[src/recovery_params.svh]
// Sizes and codes are fixed at elaboration; register lengths must match the bank read map
`ifndef RECOVERY_PARAMS_SVH
`define RECOVERY_PARAMS_SVH

// Indirect image FIFO depth in 32-bit words
`define REC_FIFO_DEPTH 16

// Reported in INDIRECT_FIFO_STATUS word 4
`define REC_MAX_XFER_SIZE 64

// Register lengths in bytes
`define REC_LEN_DEVICE_STATUS 7
`define REC_LEN_DEVICE_RESET 3
`define REC_LEN_RECOVERY_CTRL 3
`define REC_LEN_FIFO_CTRL 6
`define REC_LEN_FIFO_STATUS 20

// Special byte codes
`define REC_ACTIVATE_CODE 8'h0F
`define REC_FIFO_RESET_CODE 8'h01

// Commands from this code on need recovery mode
`define REC_FIRST_RECOVERY_CMD 40

`endif

[src/recovery_pkg.sv]
// Only the kept recovery commands are encoded; other codes are rejected by the controller
package recovery_pkg;

  // Plain vectors with a meaning
  typedef logic [7:0] byte_t;
  typedef logic [31:0] word_t;
  typedef logic [15:0] len_t;
  typedef logic [7:0] cmd_code_t;

  // FIFO index as reported in status, always 32 bits
  typedef logic [31:0] fifo_idx_t;

  // Supported recovery commands
  typedef enum cmd_code_t {
    CMD_DEVICE_STATUS        = 8'd36,
    CMD_DEVICE_RESET         = 8'd37,
    CMD_RECOVERY_CTRL        = 8'd38,
    CMD_INDIRECT_FIFO_CTRL   = 8'd45,
    CMD_INDIRECT_FIFO_STATUS = 8'd46,
    CMD_INDIRECT_FIFO_DATA   = 8'd47
  } cmd_e;

  // Command FSM
  typedef enum logic [2:0] {
    Idle,
    CsrWrite,
    FifoWrite,
    CsrRead,
    CsrReadData,
    Error,
    Done
  } ctrl_state_e;

  // DEVICE_STATUS protocol error byte
  typedef enum byte_t {
    PROT_OK  = 8'h00,
    PROT_CRC = 8'h04
  } prot_err_e;

endpackage

[src/rec_csr_if.sv]
// start and done are single-cycle pulses; rdata and rd_len are combinational from the bank
`timescale 1ns/1ps

interface rec_csr_if import recovery_pkg::*; ();

  // Controller to bank
  logic      start;
  cmd_code_t cmd;
  logic      crc_err;
  logic      wr_stb;
  word_t     wdata;
  logic      done;

  // Bank to serializer
  word_t rdata;
  len_t  rd_len;

  // Serializer to bank, word advance
  logic rd_next;

  modport ctrl(output start, cmd, crc_err, wr_stb, wdata, done);
  modport bank(input start, cmd, crc_err, wr_stb, wdata, done, rd_next, output rdata, rd_len);
  modport ser(input rdata, rd_len, output rd_next);

endinterface

[src/recovery_ctrl.sv]
// One receive-queue request outstanding at a time; words past a register are fetched and dropped
`timescale 1ns/1ps
`include "recovery_params.svh"

module recovery_ctrl import recovery_pkg::*; (
  input  logic      clk_i,
  input  logic      rst_ni,
  input  logic      cmd_valid_i,
  input  logic      cmd_is_rd_i,
  input  cmd_code_t cmd_code_i,
  input  len_t      cmd_len_i,
  input  logic      cmd_error_i,
  output logic      cmd_done_o,
  input  logic      recovery_mode_i,
  input  logic      host_abort_i,
  output logic      tti_rx_rreq_o,
  input  logic      tti_rx_rack_i,
  input  word_t     tti_rx_rdata_i,
  output logic      rx_queue_clr_o,
  output logic      res_valid_o,
  input  logic      res_ready_i,
  output logic      res_dvalid_o,
  input  logic      res_dready_i,
  input  logic      last_beat_i,
  output logic      fifo_wr_o,
  output word_t     fifo_wdata_o,
  rec_csr_if.ctrl   csr
);

  ctrl_state_e state_q, state_d;
  logic accept;
  logic known;
  logic illegal;
  len_t words_init;
  len_t words_q;
  logic rreq_q;
  logic pend_q;

  assign accept = (state_q == Idle) && cmd_valid_i;
  assign known = cmd_code_i inside {CMD_DEVICE_STATUS, CMD_DEVICE_RESET, CMD_RECOVERY_CTRL,
                                    CMD_INDIRECT_FIFO_CTRL, CMD_INDIRECT_FIFO_STATUS,
                                    CMD_INDIRECT_FIFO_DATA};
  assign illegal = cmd_error_i || !known
                || (cmd_is_rd_i && (cmd_code_i == CMD_INDIRECT_FIFO_DATA))
                || (!recovery_mode_i && (cmd_code_i >= cmd_code_t'(`REC_FIRST_RECOVERY_CMD)));

  // Payload words, rounded up
  assign words_init = {2'b00, cmd_len_i[15:2]} + len_t'(|cmd_len_i[1:0]);

  always_comb begin
    state_d = state_q;
    unique case (state_q)
      Idle: begin
        if (accept) begin
          if (illegal) state_d = Error;
          else if (cmd_is_rd_i) state_d = CsrRead;
          else if (cmd_len_i == '0) state_d = Done;
          else if (cmd_code_i == CMD_INDIRECT_FIFO_DATA) state_d = FifoWrite;
          else state_d = CsrWrite;
        end
      end
      CsrWrite, FifoWrite: begin
        if (tti_rx_rack_i && (words_q == len_t'(1))) state_d = Done;
      end
      CsrRead: begin
        if (res_ready_i) state_d = CsrReadData;
      end
      CsrReadData: begin
        if (host_abort_i) state_d = Error;
        else if (last_beat_i) state_d = Done;
      end
      Error: state_d = Done;
      Done: state_d = Idle;
      default: state_d = Idle;
    endcase
  end

  always_ff @(posedge clk_i or negedge rst_ni) begin
    if (!rst_ni) begin
      state_q <= Idle;
      words_q <= '0;
      rreq_q <= 1'b0;
      pend_q <= 1'b0;
    end else begin
      state_q <= state_d;
      if (accept) words_q <= words_init;
      else if (tti_rx_rack_i && (state_q inside {CsrWrite, FifoWrite})) words_q <= words_q - 1'b1;
      // Next request on entry, or after each ack that keeps us writing
      rreq_q <= (state_d inside {CsrWrite, FifoWrite}) && ((state_q == Idle) || tti_rx_rack_i);
      if (tti_rx_rack_i) pend_q <= 1'b0;
      else if (rreq_q) pend_q <= 1'b1;
    end
  end

  assign tti_rx_rreq_o = rreq_q;
  assign rx_queue_clr_o = (state_q == Error);
  assign cmd_done_o = (state_q == Done);
  assign res_valid_o = (state_q == CsrRead);
  assign res_dvalid_o = (state_q == CsrReadData);

  // Payload routing
  assign fifo_wr_o = (state_q == FifoWrite) && tti_rx_rack_i;
  assign fifo_wdata_o = tti_rx_rdata_i;
  assign csr.wr_stb = (state_q == CsrWrite) && tti_rx_rack_i;
  assign csr.wdata = tti_rx_rdata_i;

  // Bank latches these on start
  assign csr.start = accept;
  assign csr.cmd = cmd_code_i;
  assign csr.crc_err = cmd_error_i;
  assign csr.done = (state_q == Done);

  a_rack_has_req: assert property (@(posedge clk_i) disable iff (!rst_ni)
    tti_rx_rack_i |-> (pend_q || rreq_q));

  a_idle_exit_on_start: assert property (@(posedge clk_i) disable iff (!rst_ni)
    ((state_q == Idle) && !csr.start) |=> (state_q == Idle));

endmodule

[src/recovery_csr_bank.sv]
// Only DEVICE_RESET, RECOVERY_CTRL and FIFO_CTRL are writable; status reads reflect live FIFO state
`timescale 1ns/1ps
`include "recovery_params.svh"

module recovery_csr_bank import recovery_pkg::*; (
  input  logic      clk_i,
  input  logic      rst_ni,
  rec_csr_if.bank   csr,
  input  logic      fifo_full_i,
  input  logic      fifo_empty_i,
  input  fifo_idx_t fifo_wr_idx_i,
  input  fifo_idx_t fifo_rd_idx_i,
  output logic      fifo_clr_o,
  output logic      image_activated_o
);

  cmd_code_t  cmd_q;
  logic       crc_q;
  logic [2:0] word_idx_q;
  len_t       reg_len;
  logic [3:0] byte_en;
  prot_err_e  prot_err_q;
  byte_t [2:0] dev_reset_q;
  byte_t [2:0] rec_ctrl_q;
  byte_t      fifo_cms_q;
  byte_t      fifo_reset_q;
  word_t      image_size_q;

  // Command latch and word index, saturating past the longest register
  always_ff @(posedge clk_i or negedge rst_ni) begin
    if (!rst_ni) begin
      cmd_q <= '0;
      crc_q <= 1'b0;
      word_idx_q <= '0;
    end else if (csr.start) begin
      cmd_q <= csr.cmd;
      crc_q <= csr.crc_err;
      word_idx_q <= '0;
    end else if ((csr.wr_stb || csr.rd_next) && (word_idx_q != 3'd7)) begin
      word_idx_q <= word_idx_q + 1'b1;
    end
  end

  always_comb begin
    case (cmd_q)
      CMD_DEVICE_STATUS: reg_len = len_t'(`REC_LEN_DEVICE_STATUS);
      CMD_DEVICE_RESET: reg_len = len_t'(`REC_LEN_DEVICE_RESET);
      CMD_RECOVERY_CTRL: reg_len = len_t'(`REC_LEN_RECOVERY_CTRL);
      CMD_INDIRECT_FIFO_CTRL: reg_len = len_t'(`REC_LEN_FIFO_CTRL);
      CMD_INDIRECT_FIFO_STATUS: reg_len = len_t'(`REC_LEN_FIFO_STATUS);
      default: reg_len = '0;
    endcase
  end
  assign csr.rd_len = reg_len;

  // A byte is written only if it lies inside the register
  always_comb begin
    for (int b = 0; b < 4; b++) begin
      byte_en[b] = csr.wr_stb && (len_t'({word_idx_q, 2'(b)}) < reg_len);
    end
  end

  always_ff @(posedge clk_i or negedge rst_ni) begin
    if (!rst_ni) begin
      prot_err_q <= PROT_OK;
      dev_reset_q <= '0;
      rec_ctrl_q <= '0;
      fifo_cms_q <= '0;
      fifo_reset_q <= '0;
      image_size_q <= '0;
    end else begin
      if (csr.done) prot_err_q <= crc_q ? PROT_CRC : PROT_OK;
      // RESET byte clears itself the cycle after it is set
      if (fifo_reset_q != '0) fifo_reset_q <= '0;
      case (cmd_q)
        CMD_DEVICE_RESET: begin
          for (int b = 0; b < 3; b++) begin
            if (byte_en[b]) dev_reset_q[b] <= csr.wdata[8*b +: 8];
          end
        end
        CMD_RECOVERY_CTRL: begin
          for (int b = 0; b < 3; b++) begin
            if (byte_en[b]) rec_ctrl_q[b] <= csr.wdata[8*b +: 8];
          end
        end
        CMD_INDIRECT_FIFO_CTRL: begin
          if (word_idx_q == 3'd0) begin
            if (byte_en[0]) fifo_cms_q <= csr.wdata[7:0];
            if (byte_en[1]) fifo_reset_q <= csr.wdata[15:8];
            if (byte_en[2]) image_size_q[7:0] <= csr.wdata[23:16];
            if (byte_en[3]) image_size_q[15:8] <= csr.wdata[31:24];
          end else begin
            if (byte_en[0]) image_size_q[23:16] <= csr.wdata[7:0];
            if (byte_en[1]) image_size_q[31:24] <= csr.wdata[15:8];
          end
        end
        default: ;
      endcase
    end
  end

  // Read word for the current index
  always_comb begin
    csr.rdata = '0;
    case (cmd_q)
      CMD_DEVICE_STATUS: if (word_idx_q == 3'd0) csr.rdata = {16'h0, prot_err_q, 8'h0};
      CMD_DEVICE_RESET: if (word_idx_q == 3'd0) csr.rdata = {8'h0, dev_reset_q};
      CMD_RECOVERY_CTRL: if (word_idx_q == 3'd0) csr.rdata = {8'h0, rec_ctrl_q};
      CMD_INDIRECT_FIFO_CTRL: begin
        if (word_idx_q == 3'd0) csr.rdata = {image_size_q[15:0], fifo_reset_q, fifo_cms_q};
        else if (word_idx_q == 3'd1) csr.rdata = {16'h0, image_size_q[31:16]};
      end
      CMD_INDIRECT_FIFO_STATUS: begin
        case (word_idx_q)
          3'd0: csr.rdata = {30'h0, fifo_full_i, fifo_empty_i};
          3'd1: csr.rdata = fifo_wr_idx_i;
          3'd2: csr.rdata = fifo_rd_idx_i;
          3'd3: csr.rdata = word_t'(`REC_FIFO_DEPTH);
          3'd4: csr.rdata = word_t'(`REC_MAX_XFER_SIZE);
          default: ;
        endcase
      end
      default: ;
    endcase
  end

  assign fifo_clr_o = (fifo_reset_q == `REC_FIFO_RESET_CODE);
  assign image_activated_o = (rec_ctrl_q[2] == `REC_ACTIVATE_CODE);

endmodule

[src/recovery_indirect_fifo.sv]
// Writes while full are dropped; a clear wins over a push or pop in the same cycle
`timescale 1ns/1ps
`include "recovery_params.svh"

module recovery_indirect_fifo import recovery_pkg::*; #(
  parameter int unsigned Depth = `REC_FIFO_DEPTH
) (
  input  logic      clk_i,
  input  logic      rst_ni,
  input  logic      wr_i,
  input  word_t     wdata_i,
  input  logic      clr_i,
  input  logic      image_activated_i,
  input  logic      rreq_i,
  output logic      rack_o,
  output word_t     rdata_o,
  output logic      full_o,
  output logic      empty_o,
  output fifo_idx_t wr_idx_o,
  output fifo_idx_t rd_idx_o,
  output logic      payload_available_o
);

  localparam int unsigned AW = (Depth > 1) ? $clog2(Depth) : 1;
  localparam int unsigned CW = $clog2(Depth + 1);
  typedef logic [AW-1:0] ptr_t;

  word_t mem_q [Depth];
  ptr_t wr_ptr_q, rd_ptr_q;
  logic [CW-1:0] count_q;
  logic push, pop;
  logic rack_q, pa_q;
  word_t rdata_q;

  // Wrap at Depth, which need not be a power of two
  function automatic ptr_t ptr_inc(ptr_t p);
    return (p == ptr_t'(Depth - 1)) ? '0 : p + 1'b1;
  endfunction

  assign full_o = (count_q == CW'(Depth));
  assign empty_o = (count_q == '0);
  assign push = wr_i && !full_o && !clr_i;
  assign pop = rreq_i && !empty_o && !clr_i;

  always_ff @(posedge clk_i) begin
    if (clr_i) begin
      for (int i = 0; i < Depth; i++) begin
        mem_q[i] <= '0;
      end
    end else if (push) begin
      mem_q[wr_ptr_q] <= wdata_i;
    end
  end

  always_ff @(posedge clk_i or negedge rst_ni) begin
    if (!rst_ni) begin
      wr_ptr_q <= '0;
      rd_ptr_q <= '0;
      count_q <= '0;
    end else if (clr_i) begin
      wr_ptr_q <= '0;
      rd_ptr_q <= '0;
      count_q <= '0;
    end else begin
      if (push) wr_ptr_q <= ptr_inc(wr_ptr_q);
      if (pop) rd_ptr_q <= ptr_inc(rd_ptr_q);
      if (push && !pop) count_q <= count_q + 1'b1;
      else if (pop && !push) count_q <= count_q - 1'b1;
    end
  end

  // Read port answers one cycle later, zero when nothing was popped
  always_ff @(posedge clk_i) begin
    rdata_q <= pop ? mem_q[rd_ptr_q] : '0;
  end

  always_ff @(posedge clk_i or negedge rst_ni) begin
    if (!rst_ni) begin
      rack_q <= 1'b0;
      pa_q <= 1'b0;
    end else begin
      rack_q <= rreq_i;
      if (full_o || (image_activated_i && !empty_o)) pa_q <= 1'b1;
      else if (empty_o) pa_q <= 1'b0;
    end
  end

  assign rack_o = rack_q;
  assign rdata_o = rdata_q;
  assign wr_idx_o = fifo_idx_t'(wr_ptr_q);
  assign rd_idx_o = fifo_idx_t'(rd_ptr_q);
  assign payload_available_o = pa_q;

  a_idx_in_range: assert property (@(posedge clk_i) disable iff (!rst_ni)
    (32'(wr_ptr_q) < Depth) && (32'(rd_ptr_q) < Depth));

endmodule

[src/recovery_tx_serializer.sv]
// Byte order is little endian within each word; rd_len must be nonzero while active
`timescale 1ns/1ps

module recovery_tx_serializer import recovery_pkg::*; (
  input  logic   clk_i,
  input  logic   rst_ni,
  input  logic   active_i,
  input  logic   res_dready_i,
  rec_csr_if.ser csr,
  output byte_t  res_data_o,
  output logic   res_dlast_o,
  output logic   last_beat_o
);

  len_t bcnt_q;
  logic accepted;

  // Valid is high for the whole time we are active
  assign accepted = active_i && res_dready_i;

  always_ff @(posedge clk_i or negedge rst_ni) begin
    if (!rst_ni) begin
      bcnt_q <= '0;
    end else if (!active_i) begin
      bcnt_q <= '0;
    end else if (accepted) begin
      bcnt_q <= bcnt_q + 1'b1;
    end
  end

  // Selected straight from the bank word, so no stale byte at a word boundary
  assign res_data_o = csr.rdata[8*bcnt_q[1:0] +: 8];

  assign csr.rd_next = accepted && (bcnt_q[1:0] == 2'd3);
  assign res_dlast_o = active_i && (bcnt_q == csr.rd_len - 1'b1);
  assign last_beat_o = res_dlast_o && res_dready_i;

  // Held byte must not move even though the word comes from the bank
  a_data_stable: assert property (@(posedge clk_i) disable iff (!rst_ni)
    (active_i && !res_dready_i) ##1 active_i |-> $stable(res_data_o));

endmodule

[src/recovery_executor.sv]
// Single command in flight; FIFO_DATA is write only and drains through the FIFO read port
`timescale 1ns/1ps

module recovery_executor import recovery_pkg::*; (
  input  logic      clk_i,
  input  logic      rst_ni,
  input  logic      cmd_valid_i,
  input  logic      cmd_is_rd_i,
  input  cmd_code_t cmd_code_i,
  input  len_t      cmd_len_i,
  input  logic      cmd_error_i,
  output logic      cmd_done_o,
  output logic      res_valid_o,
  input  logic      res_ready_i,
  output len_t      res_len_o,
  output logic      res_dvalid_o,
  input  logic      res_dready_i,
  output byte_t     res_data_o,
  output logic      res_dlast_o,
  output logic      tti_rx_rreq_o,
  input  logic      tti_rx_rack_i,
  input  word_t     tti_rx_rdata_i,
  output logic      rx_queue_clr_o,
  input  logic      fifo_rreq_i,
  output logic      fifo_rack_o,
  output word_t     fifo_rdata_o,
  input  logic      host_abort_i,
  input  logic      recovery_mode_i,
  output logic      payload_available_o,
  output logic      image_activated_o
);

  rec_csr_if csr_if ();

  logic fifo_wr, fifo_clr, fifo_full, fifo_empty, last_beat;
  word_t fifo_wdata;
  fifo_idx_t fifo_wr_idx, fifo_rd_idx;

  assign res_len_o = csr_if.rd_len;

  recovery_ctrl u_ctrl (
    .clk_i, .rst_ni, .cmd_valid_i, .cmd_is_rd_i, .cmd_code_i, .cmd_len_i, .cmd_error_i,
    .cmd_done_o, .recovery_mode_i, .host_abort_i, .tti_rx_rreq_o, .tti_rx_rack_i,
    .tti_rx_rdata_i, .rx_queue_clr_o, .res_valid_o, .res_ready_i, .res_dvalid_o,
    .res_dready_i, .last_beat_i(last_beat), .fifo_wr_o(fifo_wr), .fifo_wdata_o(fifo_wdata),
    .csr(csr_if.ctrl)
  );

  recovery_csr_bank u_bank (
    .clk_i, .rst_ni, .csr(csr_if.bank), .fifo_full_i(fifo_full), .fifo_empty_i(fifo_empty),
    .fifo_wr_idx_i(fifo_wr_idx), .fifo_rd_idx_i(fifo_rd_idx), .fifo_clr_o(fifo_clr),
    .image_activated_o
  );

  recovery_indirect_fifo u_fifo (
    .clk_i, .rst_ni, .wr_i(fifo_wr), .wdata_i(fifo_wdata), .clr_i(fifo_clr),
    .image_activated_i(image_activated_o), .rreq_i(fifo_rreq_i), .rack_o(fifo_rack_o),
    .rdata_o(fifo_rdata_o), .full_o(fifo_full), .empty_o(fifo_empty),
    .wr_idx_o(fifo_wr_idx), .rd_idx_o(fifo_rd_idx), .payload_available_o
  );

  // Streams while the controller holds data valid
  recovery_tx_serializer u_ser (
    .clk_i, .rst_ni, .active_i(res_dvalid_o), .res_dready_i, .csr(csr_if.ser),
    .res_data_o, .res_dlast_o, .last_beat_o(last_beat)
  );

endmodule

[config.mk]
export PLATFORM = sky130hd
export DESIGN_NAME = recovery_executor
export DESIGN_NICKNAME = d
export VERILOG_FILES = /design/src/recovery_pkg.sv /design/src/rec_csr_if.sv /design/src/recovery_ctrl.sv /design/src/recovery_csr_bank.sv /design/src/recovery_indirect_fifo.sv /design/src/recovery_tx_serializer.sv /design/src/recovery_executor.sv
export VERILOG_INCLUDE_DIRS = /design/src
export SDC_FILE = /design/constraint.sdc
export NUM_CORES = 1
export LEC_CHECK = 0
export BUFFER_PORTS_ARGS = -buffer_cell sky130_fd_sc_hd__buf_2
export CAP_MARGIN = 30
export CORE_AREA = 2 2 290 292
export DETAILED_ROUTE_END_ITERATION = 7
export DIE_AREA = 0 0 292 294
export PLACE_DENSITY = 0.64
export SLEW_MARGIN = 15
export SYNTH_ARGS = -nofsm -noshare
export SYNTH_HDL_FRONTEND = slang
export SYNTH_SLANG_ARGS = --single-unit
[constraint.sdc]
create_clock -name clk_i -period 6.6 [get_ports clk_i]
set_clock_uncertainty 0.1 [all_clocks]
set_input_delay 1.98 -clock clk_i [delete_from_list [all_inputs] [get_ports clk_i]]
set_output_delay 1.98 -clock clk_i [all_outputs]
set_load 0.02 [all_outputs]
Yosys cells after proc, flatten, opt, wreduce, memory -nomap -nowiden
Memory sizes are Yosys's and may differ from the RTL's. A register that Yosys moved wholly into a read port is not among the register bits.
Cells that the tools add are included.
{"block": "op_classes", "add_sub_neg": 9, "order_cmp": 5, "bitwise": 1, "eq_ne": 33, "n_shift": 1, "mux": 48, "reduce_logical": 67}
{"cell": "$pmux W32 S5", "n": 1}
{"cell": "$mux W16", "n": 6}
{"cell": "$eq A8 B6 Y1 const B", "n": 11}
{"cell": "$mux W32", "n": 2}
{"cell": "$mux W24", "n": 2}
{"cell": "$pmux W7 S5", "n": 1}
{"cell": "$mux W3", "n": 11}
{"cell": "$mux W8", "n": 4}
{"cell": "$reduce_or A32 Y1", "n": 1}
{"cell": "$shiftx A32 B6 Y8", "n": 1}
{"cell": "$mux W4", "n": 7}
{"cell": "$logic_and A1 B1 Y1", "n": 24}
{"cell": "$lt A5 B5 Y1", "n": 4}
{"cell": "$pmux W5 S4", "n": 1}
{"cell": "$add A16 B1 Y16 const B", "n": 1}
{"cell": "$eq A16 B1 Y1 const B", "n": 1}
{"cell": "$eq A16 B16 Y1", "n": 1}
{"cell": "$logic_not A16 Y1", "n": 1}
{"cell": "$sub A16 B1 Y16 const B", "n": 1}
{"cell": "$add A14 B1 Y15", "n": 1}
{"cell": "$eq A3 B2 Y1 const B", "n": 5}
{"cell": "$mux W5", "n": 3}
{"cell": "$pmux W3 S5", "n": 1}
{"cell": "$reduce_and A3 Y1", "n": 5}
{"cell": "28 further kinds", "n": 68}
{"block": "word_totals", "wordCells": 190, "register_bits": 167, "ram_bits": 512, "memories": 1, "input_bits": 67, "output_inout_bits": 65}
{"memory": "u_fifo.mem_q", "words": 16, "word_bits": 32, "read_ports": 1, "rd_ports_with_merged_regs": 1, "wr": 16, "line": "recovery_indirect_fifo.sv:28", "text": "word_t mem_q [Depth];"}

Longest topological paths before layout
Gate-level depths: netlist of run 1.
{"block": "logic_depth", "word_depth": 13, "depth_mapped": 13, "depth_no_buf": 12}

By module
A second synthesis of run 1 with hierarchy kept.
{"block": "hier_totals", "hier_cells": 2577, "area_unflattened_um2": 34896.0}
{"mod": "recovery_indirect_fifo", "instances": 1, "cells_each": 1609, "seq_area_each_um2": 16390.7, "area_each_um2": 25251.7}
{"mod": "recovery_csr_bank", "instances": 1, "cells_each": 506, "seq_area_each_um2": 2727.6, "area_each_um2": 5858.1}
{"mod": "recovery_ctrl", "instances": 1, "cells_each": 292, "seq_area_each_um2": 500.5, "area_each_um2": 2243.4}
{"mod": "recovery_tx_serializer", "instances": 1, "cells_each": 170, "seq_area_each_um2": 400.4, "area_each_um2": 1542.7}

Least setup slack after synthesis of run 1
OpenSTA, ideal clock, no wires.
{"block": "synth_timing", "path_type": "input -> register", "startpoint": "input tti_rx_rack_i", "endpoint": "memory u_fifo.mem_q[4][0] in the netlist's numbering (enable)", "arrival_time_ns": 5.203, "stages": 5, "slack_ns": 0.831, "setup_ns": 0.466, "path_buffers": 0, "cell_sequence": "nand2b_1 a211oi_2 and2_1 nand2_1 o21ai_0"}
{"element": "start, declared", "line": "recovery_executor.sv:21", "text": "input logic tti_rx_rack_i,"}
{"element": "end, declared", "line": "recovery_indirect_fifo.sv:28"}

Final worst setup path of run 1
{"block": "layout_timing", "startpoint": "register u_bank.word_idx_q[0]", "endpoint": "output res_data_o[7]"}
{"block": "layout_via", "elab_chain_cells": 5}
{"element": "start, declared", "line": "recovery_csr_bank.sv:19", "text": "logic [2:0] word_idx_q;"}
{"element": "start signal, assigned", "line": "recovery_csr_bank.sv:40", "text": "word_idx_q <= word_idx_q + 1'b1;"}
{"element": "$eq A3 B1 Y1", "line": "recovery_csr_bank.sv:111", "text": "else if (word_idx_q == 3'd1) csr.rdata = {16'h0, image_size_q[31:16]};"}
{"element": "$mux W16", "line": "recovery_csr_bank.sv:111"}
{"element": "$mux W32", "line": "recovery_csr_bank.sv:110", "text": "if (word_idx_q == 3'd0) csr.rdata = {image_size_q[15:0], fifo_reset_q, fifo_cms_q};"}
{"element": "$pmux W32 S5 (*)", "line": "recovery_csr_bank.sv:105", "text": "case (cmd_q)"}
{"element": "$shiftx A32 B6 Y8 (*)", "line": "recovery_tx_serializer.sv:32", "text": "assign res_data_o = csr.rdata[8*bcnt_q[1:0] +: 8];"}
{"element": "end, declared", "line": "recovery_executor.sv:18", "text": "output byte_t res_data_o,"}
Every way passes the cells marked *; elsewhere a longest branch is shown, timed or not.

==> results.tsv, run 1 <==
stage	metric	value	unit
final_layout	Final #Nets	2475	
setup_path	FF-to-FF path depth	9	
final_layout	multi-input logic area	0.0121	mm^2
setup_path	CP required	4.52	ns
outcome	status	completed	
clock_network	Root Buffer Master	clkbuf_16	
route	First DRT Iteration DRCs	1564	
final_layout	Layout Area Growth over Synthesis	13.7	%
floorplanning	core box area	0.0829	mm^2
placed_design	port buffer count	119	
clock_network	# H-tree levels	3	
setup_path	CP arrival	4.17	ns
min_path	hold depth	2	
setup_path	Worst setup EP type	output pin	
setup_path	crit start category	register	
yosys	Synth Instances	2315	
yosys	Yosys top cell by area	edfxtp_1	
yosys	Yosys warning total	0	
clock_network	clk slew on worst S/H paths	0.06	ns
route	drt drc	0	
pwr	Clock Power Share	35.6	%
yosys	syn avg cell area	14.2	um^2
timing	Slew @ Worst Pin	1.02	ns
route	routed len/inst	23.7	um
timing	Setup Viol. Count Final	0	
final_layout	Fill cells	7241	
route	routed vias/inst	5.49	
yosys	register bit total from synthesis	704	
clock_network	CTS sink cnt	704	
floorplanning	Starting Density	39.7	%
timing	fin crit share	94.7	%
pwr	power per cell area	332	mW/mm^2
floorplanning	Site Rows	106	
yosys	dominant synthesized flop cell	edfxtp_1	
global_route	initial antenna violation count	6	
flow_run	max-cap viol count	0	
placed_design	gp weighted congestion	0.937	
placed_design	hpwl dp	54400	um
min_path	HP Class	reg -> reg	
setup_path	CP max stage cell	a2111oi_0	
global_route	all-layer global routing usage	19.7	%
pwr	switching power	0.00371	W
yosys	Cell variety after synth	79	
clock_network	post-cts hold buffer count	0	
timing	FMAX	160	MHz
setup_path	Crit path depth	9	
timing	max-slew violations	0	
setup_path	CP Cell Sequence	inv_1 > ha_1 > nor2b_1 > nand3_1 > or2_2 > o21ai_0 > a21oi_1 > a2111oi_0 > buf_2	
yosys	register area share after synthesis	60.9	%
route	DR pass1 iterations	5	
setup_path	CP Buf/Inv Count	2	
clock_network	CTS Buf Count	78	
clock_network	maximum clock insertion buffer count	3	
clock_network	CTS tree	done	
clock_network	post-cts sizing count	0	
pwr	combinational share of power	21.6	%
yosys	ys async rst share	22.7	%
pwr	Seq pwr share	42.8	%
floorplanning	Die Area	0.0858	mm^2
setup_path	crit-path max FO	12	
timing	final setup TNS	0	ns
clock_network	Worst-Skew Late Latency	0.63	ns
yosys	Post-synth EDFFs	512	
pwr	leakage	13.5	nW
route	wirelength, routed	83900	um
final_layout	share of layout cells above drive strength 1	24.7	%
route	Antenna Violating Nets Remaining	0	
route	vias	19400	
pwr	Max rail drop VDD	0.196	mV
setup_path	crit-path leading delay family	simple AND/OR/NAND/NOR gates	
timing	Slew headroom	31.7	%
setup_path	CP peak stage delay	0.83	ns
floorplanning	die width	292	um
pwr	Tot Pwr	0.0124	W
global_route	largest net degree at the start of global routing	101	
final_layout	sequential cell area	0.0200	mm^2
yosys	share of the synthesized area in the top cell type	46.8	%
timing	RSZ-0062 raised after global routing	no	
timing	Final min period	6.25	ns
floorplanning	io pins	132	
setup_path	kind of critical path	reg -> out	
clock_network	postcts setup bufs	0	
pwr	P_int	0.00871	W
yosys	synth top area cells	edfxtp_1 47%, dfrtp_1 12%, mux4_2 11%	
floorplanning	DIE HEIGHT	294	um
global_route	gr ovfl total	0	
global_route	number of global-route vias before repair	20000	
final_layout	Final Util	45.1	%
yosys	Syn Std Cell Area	0.0329	mm^2
timing	Fin. Hold Viols	0	
global_route	global-route wire length before repair	127000	um
pwr	sw frac	29.9	%
==> final timing paths <==
check	end	slack, ns	startpoint
setup / recovery	res_data_o[7]	0.35	u_bank.word_idx_q[0]
min in group asynchronous	u_bank.rec_ctrl_q[2]	1.21	rst_ni
setup reg to reg	u_bank.dev_reset_q[5]	2.67	u_bank.cmd_q[4]
hold reg to reg	u_bank.crc_q	0.37	u_bank.crc_q
max in group asynchronous	u_bank.rec_ctrl_q[21]	3.97	rst_ni
hold / removal	u_bank.crc_q	0.37	u_bank.crc_q
==> worst reg2reg max path: cells and delay by family, from the launching register on <==
kind,cells,cell delay (ns)
compound gates,3,0.55
flops,1,0.42
fa+ha+maj,1,0.38
simple gates,3,1.61
mux,1,0.37
buf+inv,1,0.38
==> cell usage after synthesis (all sizes together), types with 39 or more instances <==
library cell and instances:
and2 530, edfxtp 512, dfrtp 160, mux4 160, clkbuf 155, mux2 93
nand2 93, nor2 86, a21oi 46, o21ai 43, buf 41, and3 39
==> metal layers <==
| metal | up-vias | global-route usage [%] | wire length [um] |
|---|---|---|---|
| met3 | 101 | 3.40 | 5710 |
| li1 | 8581 | - | - |
| met5 | - | 0 | 26 |
| met4 | 4 | 4.87 | 1510 |
| met1 | 10000 | 26.8 | 35600 |
| met2 | 675 | 32.8 | 41000 |
==> sequential cells by signal (all words and copies together), names as in the netlist, 3 cells and up <==
signal and flops:
u_bank.fifo_reset_q 8, u_bank.cmd_q 8, u_ctrl.words_q 16, u_fifo.wr_ptr_q 4, u_bank.rec_ctrl_q 24, u_bank.image_size_q 32
u_bank.word_idx_q 3, u_fifo.count_q 5, u_bank.dev_reset_q 24, u_ser.bcnt_q 16, u_fifo.rd_ptr_q 4, u_fifo.rdata_o 32
u_ctrl.state_q 3, u_fifo.mem_q 512, u_bank.fifo_cms_q 8
==> kinds of logic (layout without fill, tap and decap cells) <==
kind of cell / count (synthesis) / in the layout / share of synthesized area [%]
AO/OA/AOI/OAI: 177 / 177 / 3.53
XOR/XNOR: 41 / 41 / 1.09
adder cells (fa/ha/maj): 24 / 24 / 0.936
buffers and inverters: 222 / 345 / 2.93
flip-flops: 704 / 704 / 60.9
multiplexers: 274 / 274 / 15.1
other: 1 / 15 / 0.0114
AND/OR/NAND/NOR: 872 / 872 / 15.5
==> metrics by stage <==
stage,hold WS [ns],setup WS (ns),instance area [um^2],instances
global route,0.423,0.196,37400,3530
finish,0.373,0.347,37400,3532
detailed placement,0.364,1.13,34700,3380
CTS,0.379,0.452,37300,3525
floorplan,0.340,0.831,32900,2326
global placement,0.356,1.26,34600,3375
==> cell type report <==
type	count	area share (%)
sequential	704	53.6
antenna	3	0.0201
tap	1080	3.61
clock buffer	99	5.79
clock inverter	46	1.22
inverter	26	0.261
multi-input combinational	1400	32.5
timing repair buffer	174	3.05
==> power groups by stage <==
stage	registers, W	logic (W)	clock network [W]
after floorplan	0.00531	0.00189	0
after global placement	0.00543	0.00258	0
after detailed placement	0.00541	0.00268	0
after CTS	0.00532	0.00269	0.00450
after global routing	0.00536	0.00290	0.00467
final	0.00532	0.00268	0.00442
==> layout by cell type, fill, tap and decap left out, types with 18 or more instances in the layout <==
cell type,count
nand2_1,92
clkbuf_16,81
and2_1,530
o21ai_0,31
edfxtp_1,512
mux2_2,63
xor2_1,23
nand3_1,18
dfrtp_1,156
and3_1,39
buf_2,118
mux2i_1,21
xnor2_1,18
inv_1,26
nor2_1,73
a21oi_1,45
buf_4,46
dfxtp_1,32
mux4_2,160
mux2_4,30
ha_1,23
No activity file was read; power rests on OpenSTA's default activity.
==> run 2, diff against run 1 <==
Clock period 6.6 ns to 7.95 ns, I/O delays scaled along.
==> results.tsv, run 2 (synthesized netlist as in run 1, its figures left out) <==
stage	metric	value	unit	change
outcome	status	completed		
route	routed len/inst	24.4	um	+2.9%
setup_path	CP arrival	4.26	ns	+0.09 ns
clock_network	post-cts hold buffer count	0		unchanged
floorplanning	DIE HEIGHT	294	um	unchanged
floorplanning	Site Rows	106		unchanged
setup_path	FF-to-FF Start	u_fifo.count_q[0]		
setup_path	kind of critical path	reg -> out		
timing	FMAX	148	MHz	
floorplanning	Starting Density	39.7	%	unchanged
clock_network	Root Buffer Master	clkbuf_16		
setup_path	CP max stage cell	a2111oi_0		
setup_path	crit-path max FO	12		unchanged
setup_path	Worst setup EP type	output pin		
route	Antenna Violating Nets Remaining	0		unchanged
pwr	Max rail drop VDD	0.182	mV	-6.8%
route	routed vias/inst	5.51		+0.33%
route	First DRT Iteration DRCs	1684		+7.7%
timing	Slew @ Worst Pin	0.964	ns	-0.0605 ns
timing	Fin. Hold Viols	0		unchanged
placed_design	hpwl dp	53900	um	-1.0%
final_layout	Layout Area Growth over Synthesis	13.4	%	
timing	RSZ-0062 raised after global routing	no		
clock_network	# H-tree levels	3		unchanged
setup_path	flop2flop setup slack	3.87	ns	+1.20 ns
setup_path	Critical R2R Capture	u_fifo.mem_q[2][22]		
timing	fin crit share	84.8	%	
route	DR pass1 iterations	5		unchanged
clock_network	post-cts sizing count	0		unchanged
setup_path	CP required	5.47	ns	+0.95 ns
global_route	initial antenna violation count	3		-3
timing	Final min period	6.74	ns	
setup_path	crit-path leading delay family	simple AND/OR/NAND/NOR gates		
clock_network	maximum clock insertion buffer count	3		unchanged
setup_path	CP Cell Sequence	inv_1 > ha_1 > nor2b_1 > nand3_1 > or2_2 > o21ai_0 > a21oi_1 > a2111oi_0 > buf_2		
setup_path	crit start category	register		
setup_path	FF-to-FF path depth	8		-1
final_layout	multi-input logic area	0.0121	mm^2	about the same
final_layout	max reg flops	512		unchanged
timing	Setup Viol. Count Final	0		unchanged
min_path	HP Class	reg -> reg		
global_route	largest net degree at the start of global routing	95		-5.9%
floorplanning	io pins	132		unchanged
min_path	Hold Startpoint	u_bank.crc_q		
min_path	hold depth	2		unchanged
clock_network	CTS Buf Count	78		unchanged
final_layout	Fill cells	7223		-0.25%
floorplanning	core box area	0.0829	mm^2	unchanged
timing	Slew headroom	34.1	%	+2.4 points
clock_network	postcts setup bufs	0		unchanged
timing	max-slew violations	0		unchanged
final_layout	fin cells	3525		-0.20%
placed_design	port buffer count	119		unchanged
floorplanning	Die Area	0.0858	mm^2	unchanged
final_layout	sequential cell area	0.0200	mm^2	unchanged
final_layout	Top reg by flops	u_fifo.mem_q		
flow_run	max-cap viol count	0		unchanged
pwr	power per cell area	278	mW/mm^2	-16%
global_route	global-route wire length before repair	130000	um	+1.8%
clock_network	CTS tree	done		
min_path	Worst Hold End	u_bank.crc_q		
route	wirelength, routed	86200	um	+2.7%
final_layout	most common cell after layout, fill and taps aside	and2_1		
global_route	gr ovfl total	0		unchanged
final_layout	Final #Nets	2469		-0.24%
clock_network	CTS sink cnt	704		unchanged
route	drt drc	0		unchanged
final_layout	share of layout cells above drive strength 1	24.2	%	-0.55 points
route	vias	19400		+0.13%
placed_design	Placed Cells	3377		-0.089%
clock_network	clk slew on worst S/H paths	0.06	ns	about the same
final_layout	commonest non-fill, non-tap cells in the layout	530 x and2_1, 512 x edfxtp_1, 160 x mux4_2, 156 x dfrtp_1, 118 x buf_2		
placed_design	gp weighted congestion	0.898		-4.1%
setup_path	CP Buf/Inv Count	2		unchanged
floorplanning	die width	292	um	unchanged
clock_network	Worst-Skew Late Latency	0.65	ns	+0.02 ns
timing	final setup TNS	0	ns	unchanged
setup_path	CP peak stage delay	0.82	ns	about the same
global_route	all-layer global routing usage	20.1	%	+0.44 points
pwr	leakage	13.4	nW	-0.38%
global_route	number of global-route vias before repair	20100		+0.52%
run 2: changes by cell type in the layout (fill, tap and decap cells not counted), sizes merged:
cell,before,now
diode,3,2
clkinv,32,30
clkbuf,100,103
bufinv,6,10
clkinvlp,5,2
buf,173,167
inv,29,26
clkdlybuf4s18,0,1
run 2: worst register-to-register path: cells and delay by family, from the launching register on:
kind | cells | cell delay (ns)
compound gates | 1 | 0.65
flops | 1 | 0.42
buf+inv | 2 | 0.63
simple gates | 5 | 1.88
run 2: worst max path at each step:
stage	from	end	cells past startpoint
floorplan	tti_rx_rack_i	u_fifo.mem_q[4][0]	5
global placement	u_bank.word_idx_q[0]	res_data_o[7]	9
detailed placement	u_bank.word_idx_q[0]	res_data_o[5]	9
CTS	u_bank.word_idx_q[0]	res_data_o[5]	9
global route	u_bank.word_idx_q[0]	res_data_o[7]	9
finish	u_bank.word_idx_q[0]	res_data_o[5]	9
run 2: area by class of cell:
cell class	instances	share of cell area, %
Antenna cell	2	0.0134
Clock buffer	103	5.74
Clock inverter	42	1.42
Inverter	26	0.262
Multi-Input combinational cell	1400	32.5
Sequential cell	704	53.7
Tap cell	1080	3.62
Timing Repair Buffer	168	2.67
run 2: per-stage QoR:
step | setup slack, ns | hold WS, ns | total power, W | area, um^2 | utilization (%)
after floorplan | 1.78 | 0.340 | 0.00598 | 32900 | -
after global placement | 2.08 | 0.355 | 0.00669 | 34600 | 41.7
after detailed placement | 2.01 | 0.382 | 0.00673 | 34600 | 41.7
after CTS | 1.32 | 0.396 | 0.0105 | 37300 | 44.9
after global routing | 1.01 | 0.414 | 0.0108 | 37300 | 45.0
final | 1.21 | 0.390 | 0.0104 | 37300 | 45.0
run 2: power by group:
part	total, W	internal, W	switching, W
clock	0.00375	0.00223	0.00151
sequential	0.00442	0.00414	0.000285
combinational	0.00221	0.000918	0.00129
run 2: layer usage:
layer | vias to the layer above | track usage [%] | wire, um
met5 | - | 0 | 13
met3 | 117 | 3.07 | 5200
met4 | 2 | 5.76 | 1840
met2 | 633 | 34.3 | 42800
li1 | 8561 | - | -
met1 | 10100 | 26.7 | 36400
